[src/design/rca_defines.svh]
`ifndef RCA_DEFINES_SVH
`define RCA_DEFINES_SVH

// data word width
`define RCA_XLEN 32

`define RCA_NUM_READ_PORTS 2
`define RCA_GRID_ROWS 2
`define RCA_GRID_COLS 2

// units 0 and 1 feed slot rows, units 2 and 3 capture slot rows 0 and 1
`define RCA_NUM_IO_UNITS (`RCA_GRID_ROWS + 2)

// read ports, one slot row, one constant
`define RCA_IO_MUX_INPUTS (`RCA_NUM_READ_PORTS + `RCA_GRID_COLS + 1)

// row above, own row I/O unit, left neighbour
`define RCA_GRID_MUX_INPUTS (`RCA_GRID_COLS + 2)
`define RCA_NUM_GRID_MUXES (`RCA_GRID_ROWS * `RCA_GRID_COLS)

`define RCA_IO_FIFO_DEPTH 8

`endif
[src/design/rca_pkg.sv]
`include "rca_defines.svh"

package rca_pkg;

    // ALU operation of a compute slot
    typedef enum logic [2:0] {
        op_add    = 3'd0,
        op_sub    = 3'd1,
        op_and    = 3'd2,
        op_or     = 3'd3,
        op_xor    = 3'd4,
        op_pass_a = 3'd5
    } slot_op_e;

    // how an I/O unit presents its captured values
    typedef enum logic {
        io_register = 1'b0,
        io_fifo     = 1'b1
    } io_mode_e;

    // every data path in the grid carries this word
    typedef struct packed {
        logic                 valid;
        logic [`RCA_XLEN-1:0] data;
    } grid_word_t;

    // whole grid configuration, held steady while data moves
    typedef struct packed {
        // one select per I/O unit
        logic [`RCA_NUM_IO_UNITS-1:0][$clog2(`RCA_IO_MUX_INPUTS)-1:0] io_mux_sel;
        io_mode_e [`RCA_NUM_IO_UNITS-1:0] io_mode;
        logic [`RCA_NUM_IO_UNITS-1:0][`RCA_XLEN-1:0] io_const;
        // first operand selects at [slot], second at [slot + NUM_GRID_MUXES]
        logic [2*`RCA_NUM_GRID_MUXES-1:0][$clog2(`RCA_GRID_MUX_INPUTS)-1:0] grid_mux_sel;
        // slot index is row * cols + col
        slot_op_e [`RCA_NUM_GRID_MUXES-1:0] slot_op;
    } rca_cfg_t;

endpackage

[src/design/rca_pr_grid.sv]
`include "rca_defines.svh"

module rca_pr_grid
    import rca_pkg::*;
(
    input  logic                             clk,
    input  logic                             reset,

    input  logic [`RCA_XLEN-1:0]             rs_vals [`RCA_NUM_READ_PORTS],
    input  logic [`RCA_NUM_IO_UNITS-1:0]     rs_data_valid,
    input  rca_cfg_t                         cfg,
    input  logic                             io_units_rst,
    input  logic [`RCA_NUM_IO_UNITS-1:0]     io_fifo_pop,
    output grid_word_t                       io_unit_out [`RCA_NUM_IO_UNITS]
);

    localparam int ROWS       = `RCA_GRID_ROWS;
    localparam int COLS       = `RCA_GRID_COLS;
    localparam int NUM_IO     = `RCA_NUM_IO_UNITS;
    localparam int RD_PORTS   = `RCA_NUM_READ_PORTS;
    localparam int IO_INPUTS  = `RCA_IO_MUX_INPUTS;
    localparam int GRID_INPUTS = `RCA_GRID_MUX_INPUTS;

    grid_word_t io_mux_in   [NUM_IO][IO_INPUTS];
    grid_word_t io_mux_out  [NUM_IO];

    // both operand muxes of a slot see the same candidates
    grid_word_t slot_mux_in [ROWS][COLS][GRID_INPUTS];
    grid_word_t slot_in1    [ROWS][COLS];
    grid_word_t slot_in2    [ROWS][COLS];
    grid_word_t slot_out    [ROWS][COLS];

    genvar k, p, c, i, j;

    generate
        for (k = 0; k < NUM_IO; k++) begin : io_mux_inputs
            for (p = 0; p < RD_PORTS; p++) begin : read_ports
                assign io_mux_in[k][p] = '{valid: rs_data_valid[k], data: rs_vals[p]};
            end
            for (c = 0; c < COLS; c++) begin : slot_results
                // units 0 and 1 sit above the grid and see no results
                if (k < 2) begin : no_row
                    assign io_mux_in[k][RD_PORTS + c] = '0;
                end else begin : from_row
                    assign io_mux_in[k][RD_PORTS + c] = slot_out[k - 2][c];
                end
            end
            assign io_mux_in[k][RD_PORTS + COLS] =
                '{valid: rs_data_valid[k], data: cfg.io_const[k]};
        end
    endgenerate

    generate
        for (k = 0; k < NUM_IO; k++) begin : io_units
            grid_xbar_mux #(
                .NUM_INPUTS(IO_INPUTS)
            ) io_mux (
                .data_in  (io_mux_in[k]),
                .data_sel (cfg.io_mux_sel[k]),
                .data_out (io_mux_out[k])
            );

            grid_io_block io_unit (
                .clk         (clk),
                .reset       (reset),
                .data_in     (io_mux_out[k]),
                .output_mode (cfg.io_mode[k]),
                .fifo_rst    (io_units_rst),
                .fifo_pop    (io_fifo_pop[k]),
                .data_out    (io_unit_out[k])
            );
        end
    endgenerate

    generate
        for (i = 0; i < ROWS; i++) begin : slot_mux_row
            for (j = 0; j < COLS; j++) begin : slot_mux_col
                // row above
                for (c = 0; c < COLS; c++) begin : above
                    if (i == 0) begin : top_row
                        assign slot_mux_in[i][j][c] = '0;
                    end else begin : inner_row
                        assign slot_mux_in[i][j][c] = slot_out[i - 1][c];
                    end
                end

                // I/O unit of this row
                assign slot_mux_in[i][j][GRID_INPUTS - 2] = io_unit_out[i];

                // left neighbour
                if (j == 0) begin : left_edge
                    assign slot_mux_in[i][j][GRID_INPUTS - 1] = '0;
                end else begin : left_slot
                    assign slot_mux_in[i][j][GRID_INPUTS - 1] = slot_out[i][j - 1];
                end
            end
        end
    endgenerate

    generate
        for (i = 0; i < ROWS; i++) begin : slots_row
            for (j = 0; j < COLS; j++) begin : slots_col
                grid_xbar_mux #(
                    .NUM_INPUTS(GRID_INPUTS)
                ) mux_a (
                    .data_in  (slot_mux_in[i][j]),
                    .data_sel (cfg.grid_mux_sel[i * COLS + j]),
                    .data_out (slot_in1[i][j])
                );

                grid_xbar_mux #(
                    .NUM_INPUTS(GRID_INPUTS)
                ) mux_b (
                    .data_in  (slot_mux_in[i][j]),
                    .data_sel (cfg.grid_mux_sel[i * COLS + j + `RCA_NUM_GRID_MUXES]),
                    .data_out (slot_in2[i][j])
                );

                grid_pr_slot slot (
                    .clk      (clk),
                    .reset    (reset),
                    .data_in1 (slot_in1[i][j]),
                    .data_in2 (slot_in2[i][j]),
                    .op       (cfg.slot_op[i * COLS + j]),
                    .data_out (slot_out[i][j])
                );
            end
        end
    endgenerate

endmodule

[src/design/grid_pr_slot.sv]
`include "rca_defines.svh"

module grid_pr_slot
    import rca_pkg::*;
(
    input  logic       clk,
    input  logic       reset,
    input  grid_word_t data_in1,
    input  grid_word_t data_in2,
    input  slot_op_e   op,
    output grid_word_t data_out
);

    logic [`RCA_XLEN-1:0] result;
    logic                 both_valid;
    logic                 out_valid;
    logic [`RCA_XLEN-1:0] out_data;

    // pass_a also waits for both operands so every opcode has the same timing
    assign both_valid = data_in1.valid && data_in2.valid;

    always_comb begin
        case (op)
            op_add:    result = data_in1.data + data_in2.data;
            op_sub:    result = data_in1.data - data_in2.data;
            op_and:    result = data_in1.data & data_in2.data;
            op_or:     result = data_in1.data | data_in2.data;
            op_xor:    result = data_in1.data ^ data_in2.data;
            op_pass_a: result = data_in1.data;
            default:   result = '0;
        endcase
    end

    always_ff @(posedge clk) begin
        if (reset) begin
            out_valid <= 1'b0;
        end else begin
            out_valid <= both_valid;
        end
    end

    always_ff @(posedge clk) begin
        if (both_valid) begin
            out_data <= result;
        end
    end

    assign data_out.valid = out_valid;
    assign data_out.data  = out_data;

endmodule

[src/design/grid_io_block.sv]
`include "rca_defines.svh"

module grid_io_block
    import rca_pkg::*;
(
    input  logic       clk,
    input  logic       reset,
    input  grid_word_t data_in,
    input  io_mode_e   output_mode,
    input  logic       fifo_rst,
    input  logic       fifo_pop,
    output grid_word_t data_out
);

    localparam int DEPTH = `RCA_IO_FIFO_DEPTH;
    localparam int PTR_W = $clog2(DEPTH);
    localparam int CNT_W = $clog2(DEPTH + 1);

    // capture register
    logic                 reg_valid;
    logic [`RCA_XLEN-1:0] reg_data;

    // circular FIFO
    logic [`RCA_XLEN-1:0] fifo_mem [DEPTH];
    logic [PTR_W-1:0]     rd_ptr;
    logic [PTR_W-1:0]     wr_ptr;
    logic [CNT_W-1:0]     fifo_count;

    logic fifo_full;
    logic fifo_empty;
    logic push_req;
    logic fifo_push;
    logic fifo_pop_ok;

    assign fifo_full   = (fifo_count == CNT_W'(DEPTH));
    assign fifo_empty  = (fifo_count == '0);
    assign push_req    = data_in.valid && (output_mode == io_fifo);
    // full pushes are dropped and empty pops ignored
    assign fifo_push   = push_req && !fifo_full;
    assign fifo_pop_ok = fifo_pop && !fifo_empty;

    always_ff @(posedge clk) begin
        if (reset || fifo_rst) begin
            reg_valid <= 1'b0;
        end else begin
            reg_valid <= data_in.valid && (output_mode == io_register);
        end
    end

    // data stays after the valid pulse
    always_ff @(posedge clk) begin
        if (data_in.valid && (output_mode == io_register)) begin
            reg_data <= data_in.data;
        end
    end

    always_ff @(posedge clk) begin
        if (fifo_push) begin
            fifo_mem[wr_ptr] <= data_in.data;
        end
    end

    always_ff @(posedge clk) begin
        if (reset || fifo_rst) begin
            rd_ptr     <= '0;
            wr_ptr     <= '0;
            fifo_count <= '0;
        end else begin
            if (fifo_push) begin
                wr_ptr <= (wr_ptr == PTR_W'(DEPTH - 1)) ? '0 : wr_ptr + 1'b1;
            end
            if (fifo_pop_ok) begin
                rd_ptr <= (rd_ptr == PTR_W'(DEPTH - 1)) ? '0 : rd_ptr + 1'b1;
            end
            case ({fifo_push, fifo_pop_ok})
                2'b10:   fifo_count <= fifo_count + 1'b1;
                2'b01:   fifo_count <= fifo_count - 1'b1;
                default: fifo_count <= fifo_count;
            endcase
        end
    end

    // head word is shown whenever the FIFO holds something
    always_comb begin
        if (output_mode == io_fifo) begin
            data_out.valid = !fifo_empty;
            data_out.data  = fifo_mem[rd_ptr];
        end else begin
            data_out.valid = reg_valid;
            data_out.data  = reg_data;
        end
    end

endmodule

[src/design/grid_xbar_mux.sv]
module grid_xbar_mux
    import rca_pkg::*;
#(
    parameter int NUM_INPUTS = 4
) (
    input  grid_word_t                        data_in [NUM_INPUTS],
    input  logic [$clog2(NUM_INPUTS)-1:0]     data_sel,
    output grid_word_t                        data_out
);

    // word and valid move together, so one pick covers both
    always_comb begin
        data_out = '0;
        if (int'(data_sel) < NUM_INPUTS) begin
            data_out = data_in[data_sel];
        end
    end

endmodule

[config.mk]
export PLATFORM = sky130hd
export DESIGN_NAME = rca_pr_grid
export DESIGN_NICKNAME = d
export VERILOG_FILES = /design/src/design/rca_pkg.sv /design/src/design/rca_pr_grid.sv /design/src/design/grid_pr_slot.sv /design/src/design/grid_io_block.sv /design/src/design/grid_xbar_mux.sv
export VERILOG_INCLUDE_DIRS = /design/src /design/src/design
export SDC_FILE = /design/constraint.sdc
export NUM_CORES = 2
export LEC_CHECK = 0
export BUFFER_PORTS_ARGS = -buffer_cell sky130_fd_sc_hd__buf_2
export CAP_MARGIN = 40
export CORE_MARGIN = 4
export CORE_UTILIZATION = 62
export DETAILED_ROUTE_END_ITERATION = 10
export HOLD_SLACK_MARGIN = 0.06
export PLACE_DENSITY_LB_ADDON = 0.12
export SLEW_MARGIN = 10
export SYNTH_ARGS = -nofsm -noshare
export SYNTH_HDL_FRONTEND = slang
export SYNTH_SLANG_ARGS = --single-unit
export TNS_END_PERCENT = 100
[constraint.sdc]
create_clock -name clk -period 8.4 [get_ports clk]
set_input_delay 0 -clock clk [delete_from_list [all_inputs] [get_ports clk]]
set_output_delay 0 -clock clk [all_outputs]
set_load 0.01 [all_outputs]
Yosys cells after proc, flatten, opt, wreduce, memory -nomap -nowiden

Memories as Yosys holds them, arrays and structs flattened. A register that Yosys moved wholly into a read port is not among the register bits.
Cells that the tools add are included.

Memories: 4
Input bits: 247
Flip-flop bits (word level): 304
Bits in writable memories: 1024

Muxes and demuxes: 76
Add/sub/neg operators: 24
Bitwise operators: 28
Reduce and logical (&&, ||, !) cells: 41
Eq/ne operators: 40
$lt $le $gt $ge: 16

Memories:

| name                         | words | width | rd ports | clocked after memory_dff | wr ports | RTL line            | RTL |
|---|---|---|---|---|---|---|---|
| io_units[0].io_unit.fifo_mem | 8     | 32    | 1        | 1                        | 1        | grid_io_block.sv:24 | `` logic [`RCA_XLEN-1:0] fifo_mem [DEPTH]; `` |
| io_units[1].io_unit.fifo_mem | 8     | 32    | 1        | 1                        | 1        | grid_io_block.sv:24 |  |
| io_units[2].io_unit.fifo_mem | 8     | 32    | 1        | 1                        | 1        | grid_io_block.sv:24 |  |
| io_units[3].io_unit.fifo_mem | 8     | 32    | 1        | 1                        | 1        | grid_io_block.sv:24 |  |

Operator list:

| operator                                                            | number |
|---|---|
| 33-bit 2-to-1 mux                                                   | 32 |
| 32-bit case mux with 6 select lines                                 | 4 |
| 33-bit binary-select mux with 2-bit select                          | 8 |
| 33-bit binary-select mux with 3-bit select                          | 4 |
| 32-bit adder                                                        | 4 |
| 32-bit bitwise AND                                                  | 4 |
| 32-bit bitwise OR                                                   | 4 |
| 32-bit subtractor                                                   | 4 |
| 32-bit bitwise XOR                                                  | 4 |
| 3-bit == test (second input constant)                               | 16 |
| 3-bit 2-to-1 mux                                                    | 16 |
| 4-bit case mux with 2 select lines                                  | 4 |
| 3-bit by 1-bit adder with 3-bit output (second input constant)      | 8 |
| 3-bit by 2-bit == test with 1-bit output (second input constant)    | 8 |
| 3-bit >= comparator (second input constant)                         | 8 |
| 2-bit NOT with 3-bit output                                         | 8 |
| 1-bit logical AND                                                   | 20 |
| 4-bit by 1-bit adder with 4-bit output (second input constant)      | 4 |
| 4-bit == test (second input constant)                               | 4 |
| 4-bit >= comparator (second input constant)                         | 4 |
| 4-bit logical NOT                                                   | 4 |
| 3-bit NOT with 4-bit output                                         | 4 |
| 4-bit by 1-bit subtractor with 4-bit output (second input constant) | 4 |
| 3-bit by 1-bit == test with 1-bit output (second input constant)    | 4 |
| 9 further kinds                                                     | 41 |

Depth between registers and ports, before layout

Depth in word-level cells: 9
Mapped depth: 26
Mapped depth without buffers: 24

Modules after synthesis

Synthesis repeated with hierarchy kept, for this count alone.

Cells, all modules: 5704
Area total of the unflattened synthesis: 79299.8 um^2

By module, submodules not included:

| module                                               | cells each | sequential area each (um^2) | times used | area each (um^2) |
|---|---|---|---|---|
| grid_io_block                                        | 568        | 8928.6                      | 4          | 11639.9 |
| grid_pr_slot at slots_row[0].slots_col[1].slot ...   | 614        | 980.9                       | 2          | 5023.6 |
| grid_xbar_mux at slots_row[0].slots_col[0].mux_a ... | 41         | 0.0                         | 8          | 844.6 |
| grid_xbar_mux at io_units[0].io_mux ...              | 154        | 0.0                         | 4          | 1420.1 |
| grid_pr_slot at slots_row[1].slots_col[0].slot       | 645        | 980.9                       | 1          | 5227.5 |
| grid_pr_slot at slots_row[0].slots_col[0].slot       | 614        | 980.9                       | 1          | 5024.8 |
| rca_pr_grid                                          | 1          | 0.0                         | 1          | 3.8 |

Worst setup path before layout

No wires, ideal clock.

Path type: register to register
Start point: register (tool-made name)
End point: register slots_row[1].slots_col[1].slot.out_data[28], data pin
Buffers on the path: 1
Arrival time: 5307 ps
Path slack: 2840 ps
Setup time: 254 ps
Stages on the path, launching flop included: 23
Data required time: 8146 ps
Path through: dfxtp_1 > buf_6 > mux2_1 > o22ai_2 > o31ai_2 > mux4_2 > inv_1 > ha_1 > inv_1 > or2_2 > or3_1 > o31ai_1 > xnor2_1 > ha_1 > a21oi_1 > o21bai_1 > nor4_1 > a211oi_1 > a2111oi_0 > a21oi_1 > a31oi_1 > mux2i_1 > a21o_1

RTL lines:

| item                 | RTL line           | RTL |
|---|---|---|
| to (signal assigned) | grid_pr_slot.sv:44 | `out_data <= result;` |
| to (decl)            | grid_pr_slot.sv:17 | `` logic [`RCA_XLEN-1:0] out_data; `` |

==> flow_summary.json <==
{
  "overflow": 0,
  "syn_inst": 6184,
  "cts_setup_buffers": 0,
  "syn2layout_area_growth_pct": 14.23,
  "io_buffers": 378,
  "power_uw": 16490,
  "rows": 128,
  "synth-seq-area-share_pct": 52.00,
  "grt_pass1_wl_um": 393900,
  "clk_pin_slew_worst_paths_ps": 60,
  "status": "complete, no violations",
  "ys_ff_latch": 1340,
  "drt_wl_total_um": 279400,
  "arrival_ps": 7880,
  "mostFrequentLayoutCell": "edfxtp_1",
  "drv_cap": 0,
  "dr_total_vias": 58549,
  "fin_crit_ps": 7329,
  "synth.top_cell.area_share_pct": 50.42,
  "tightest_slew_ps": 1034,
  "cts_tree": "built",
  "setup_tns_ps": 0,
  "placed_area_um2": 80700,
  "clock_skew_ps": 50.70,
  "end_kind": "flop",
  "ios": 379,
  "grt_usage_pct": 43.07,
  "die_area_um2": 128600,
  "ys.warnings.count": 0,
  "period_share_pct": 87.25,
  "synth-edff-count": 1280,
  "min_path_type": "primary input to flop",
  "cts_buffers": 137,
  "synth.avg_cell_area_um2": 12.33,
  "final_cell_mix": "edfxtp_1 (1280), nor2_1 (489), ha_1 (423), nand2_1 (415), buf_2 (407)",
  "synth_nets": 6862,
  "die_height_um": 358.7,
  "rsz0062_at_grt": "no",
  "grt_max_degree": 76,
  "synth-async-reset-ratio_pct": 0,
  "hold_viol_final": 0,
  "ys_types": 100,
  "slew_headroom_pct": 31.05,
  "via_per_inst": 6.876,
  "final_util_pct": 71.45,
  "antenna_found_initial": 35,
  "grt_pass1_vias": 55921,
  "htreeDepth": 4,
  "ant_nets": 0,
  "cts_sinks": 1340,
  "first_pass_iters": 7,
  "die_x_um": 358.7,
  "root_buffer": "clkbuf_16",
  "syn_area_um2": 76230,
  "cts_buffer_depth": 3,
  "drive_gt1_share_pct": 18.79,
  "p_leak_uw": 0.03236,
  "clk_latency_ps": 810,
  "power_density_nw_per_um2": 189.3,
  "layout.nets": 7427,
  "fin_area_um2": 87080,
  "vdd_drop_max_mv": 0.2397,
  "wl_per_cell_um": 32.82,
  "drt_iter0_markers": 9825,
  "drc": 0,
  "synth_ff_type": "edfxtp_1",
  "core_area_um2": 121900,
  "dp_hpwl_um": 194700,
  "synth.area.top_cells": "edfxtp_1 (50%), mux4_2 (9.7%), ha_1 (6.9%)",
  "whs_ps": 99.08,
  "crit_required_ps": 8950,
  "worstSetupStartpointType": "flop",
  "yosysTopAreaCell": "edfxtp_1",
  "worstPathMaxFanout": 25,
  "setup_violations": 0,
  "globalplace.congestion": 1.052,
  "path_class": "flop to flop",
  "max_freq_mhz": 136.4,
  "initial_core_util_pct": 62.55,
  "drv_slew": 0
}
-- worst paths after layout --
path,end,cells past startpoint,slack [ps],from
max,slots_row[1].slots_col[1].slot.out_data[30],21,1070,flop
min,io_units[0].io_unit.fifo_mem[7][19],5,100,cfg[47]
max reg2reg,slots_row[1].slots_col[1].slot.out_data[30],21,1070,flop
min reg2reg,flop,2,480,io_units[2].io_unit.rd_ptr[2]
-- flip-flops by register name, summed over array words and instances, names as in the netlist, named ones only --
| name | flops |
|---|---|
| io_units.io_unit.fifo_count | 16 |
| io_units.io_unit.fifo_mem | 1024 |
| io_units.io_unit.rd_ptr | 12 |
| io_units.io_unit.reg_data | 128 |
| io_units.io_unit.reg_valid | 4 |
| io_units.io_unit.wr_ptr | 12 |
| slots_row.slots_col.slot.out_data | 128 |
| slots_row.slots_col.slot.out_valid | 4 |
-- metal layers --
layer / global-route usage [%] / part of all wire (%)
met1: 54.24 / 34
met2: 63.55 / 43
met3: 14.82 / 14
met4: 28.43 / 8.1
met5: 0 / 0.038
-- cell families after synthesis --
family          after synthesis  synth area share, %
fa+ha+maj                   431                7.153
xor+xnor                    233                2.677
buf+inv                     756                3.929
mux                         701                14.69
simple gates               1349                8.039
flops                      1340                52.00
compound gates             1374                11.52
-- what timing repair did --
action | 4_1_cts | 5_1_grt
gates resized for setup | 0 | 0
hold endpoints to repair | 1036 | 2
hold buffers | 165 | 2
-- report_power, final --
group	internal, µW	switching (µW)	total, µW	leakage [µW]
Sequential	7460	41.5	7500	0.0121
Clock	3400	2740	6140	0.00219
Combinational	1010	1830	2840	0.0180
-- through the flow --
step / worst slack [ps] / instances
6_report: 1071 / 8515
5_1_grt: 726.4 / 8490
4_1_cts: 1215 / 8465
3_5_place_dp: 1317 / 8050
3_3_place_gp: 1082 / 8004
2_1_floorplan: 2840 / 6184
-- critical path, cell delays in order, from the launching register on --
cell and delay (ps):
dfxtp_2 740, buf_4 490, nand2_1 240, o22ai_1 260, o31ai_1 250, mux4_2 560
or3_4 440, or3_1 530, o21ai_0 280, xnor2_1 100, ha_1 410, a21o_1 220
a21oi_1 200, o21bai_1 120, nor4_1 300, a211oi_1 140, a2111oi_0 800, buf_1 190
o21ai_0 160, o21ai_0 300, mux2i_1 250, nand3_1 80
-- cells in the mapped netlist, types with 24 or more instances --
| cell | count |
|---|---|
| a211oi_1 | 25 |
| a21o_1 | 73 |
| a21oi_1 | 397 |
| a222oi_1 | 43 |
| a22oi_1 | 63 |
| a31oi_1 | 34 |
| and2_1 | 37 |
| buf_1 | 57 |
| buf_2 | 24 |
| clkbuf_1 | 244 |
| dfxtp_1 | 60 |
| edfxtp_1 | 1280 |
| ha_1 | 423 |
| inv_1 | 403 |
| mux2_2 | 33 |
| mux2i_1 | 335 |
| mux4_2 | 329 |
| nand2_1 | 415 |
| nand2b_1 | 59 |
| nand3_1 | 49 |
| nor2_1 | 510 |
| nor2b_1 | 72 |
| nor3_1 | 56 |
| nor3b_1 | 24 |
| o211ai_1 | 27 |
| o21a_1 | 25 |
| o21ai_0 | 354 |
| o21bai_1 | 27 |
| o221ai_1 | 34 |
| o22ai_1 | 61 |
| o31ai_1 | 40 |
| xnor2_1 | 180 |
| xor2_1 | 53 |
-- layout make-up --
cell class                      instances  area, µm²
Fill cell                            8230      34790
Tap cell                             1625       2033
Inverter                              410       1539
Clock inverter                         84      969.7
Multi-Input combinational cell       4088      33900
Antenna cell                           30      75.07
Timing Repair Buffer                  772       5341
Clock buffer                          166       3567
Sequential cell                      1340      39660
Power figures use the tool's default switching activity.
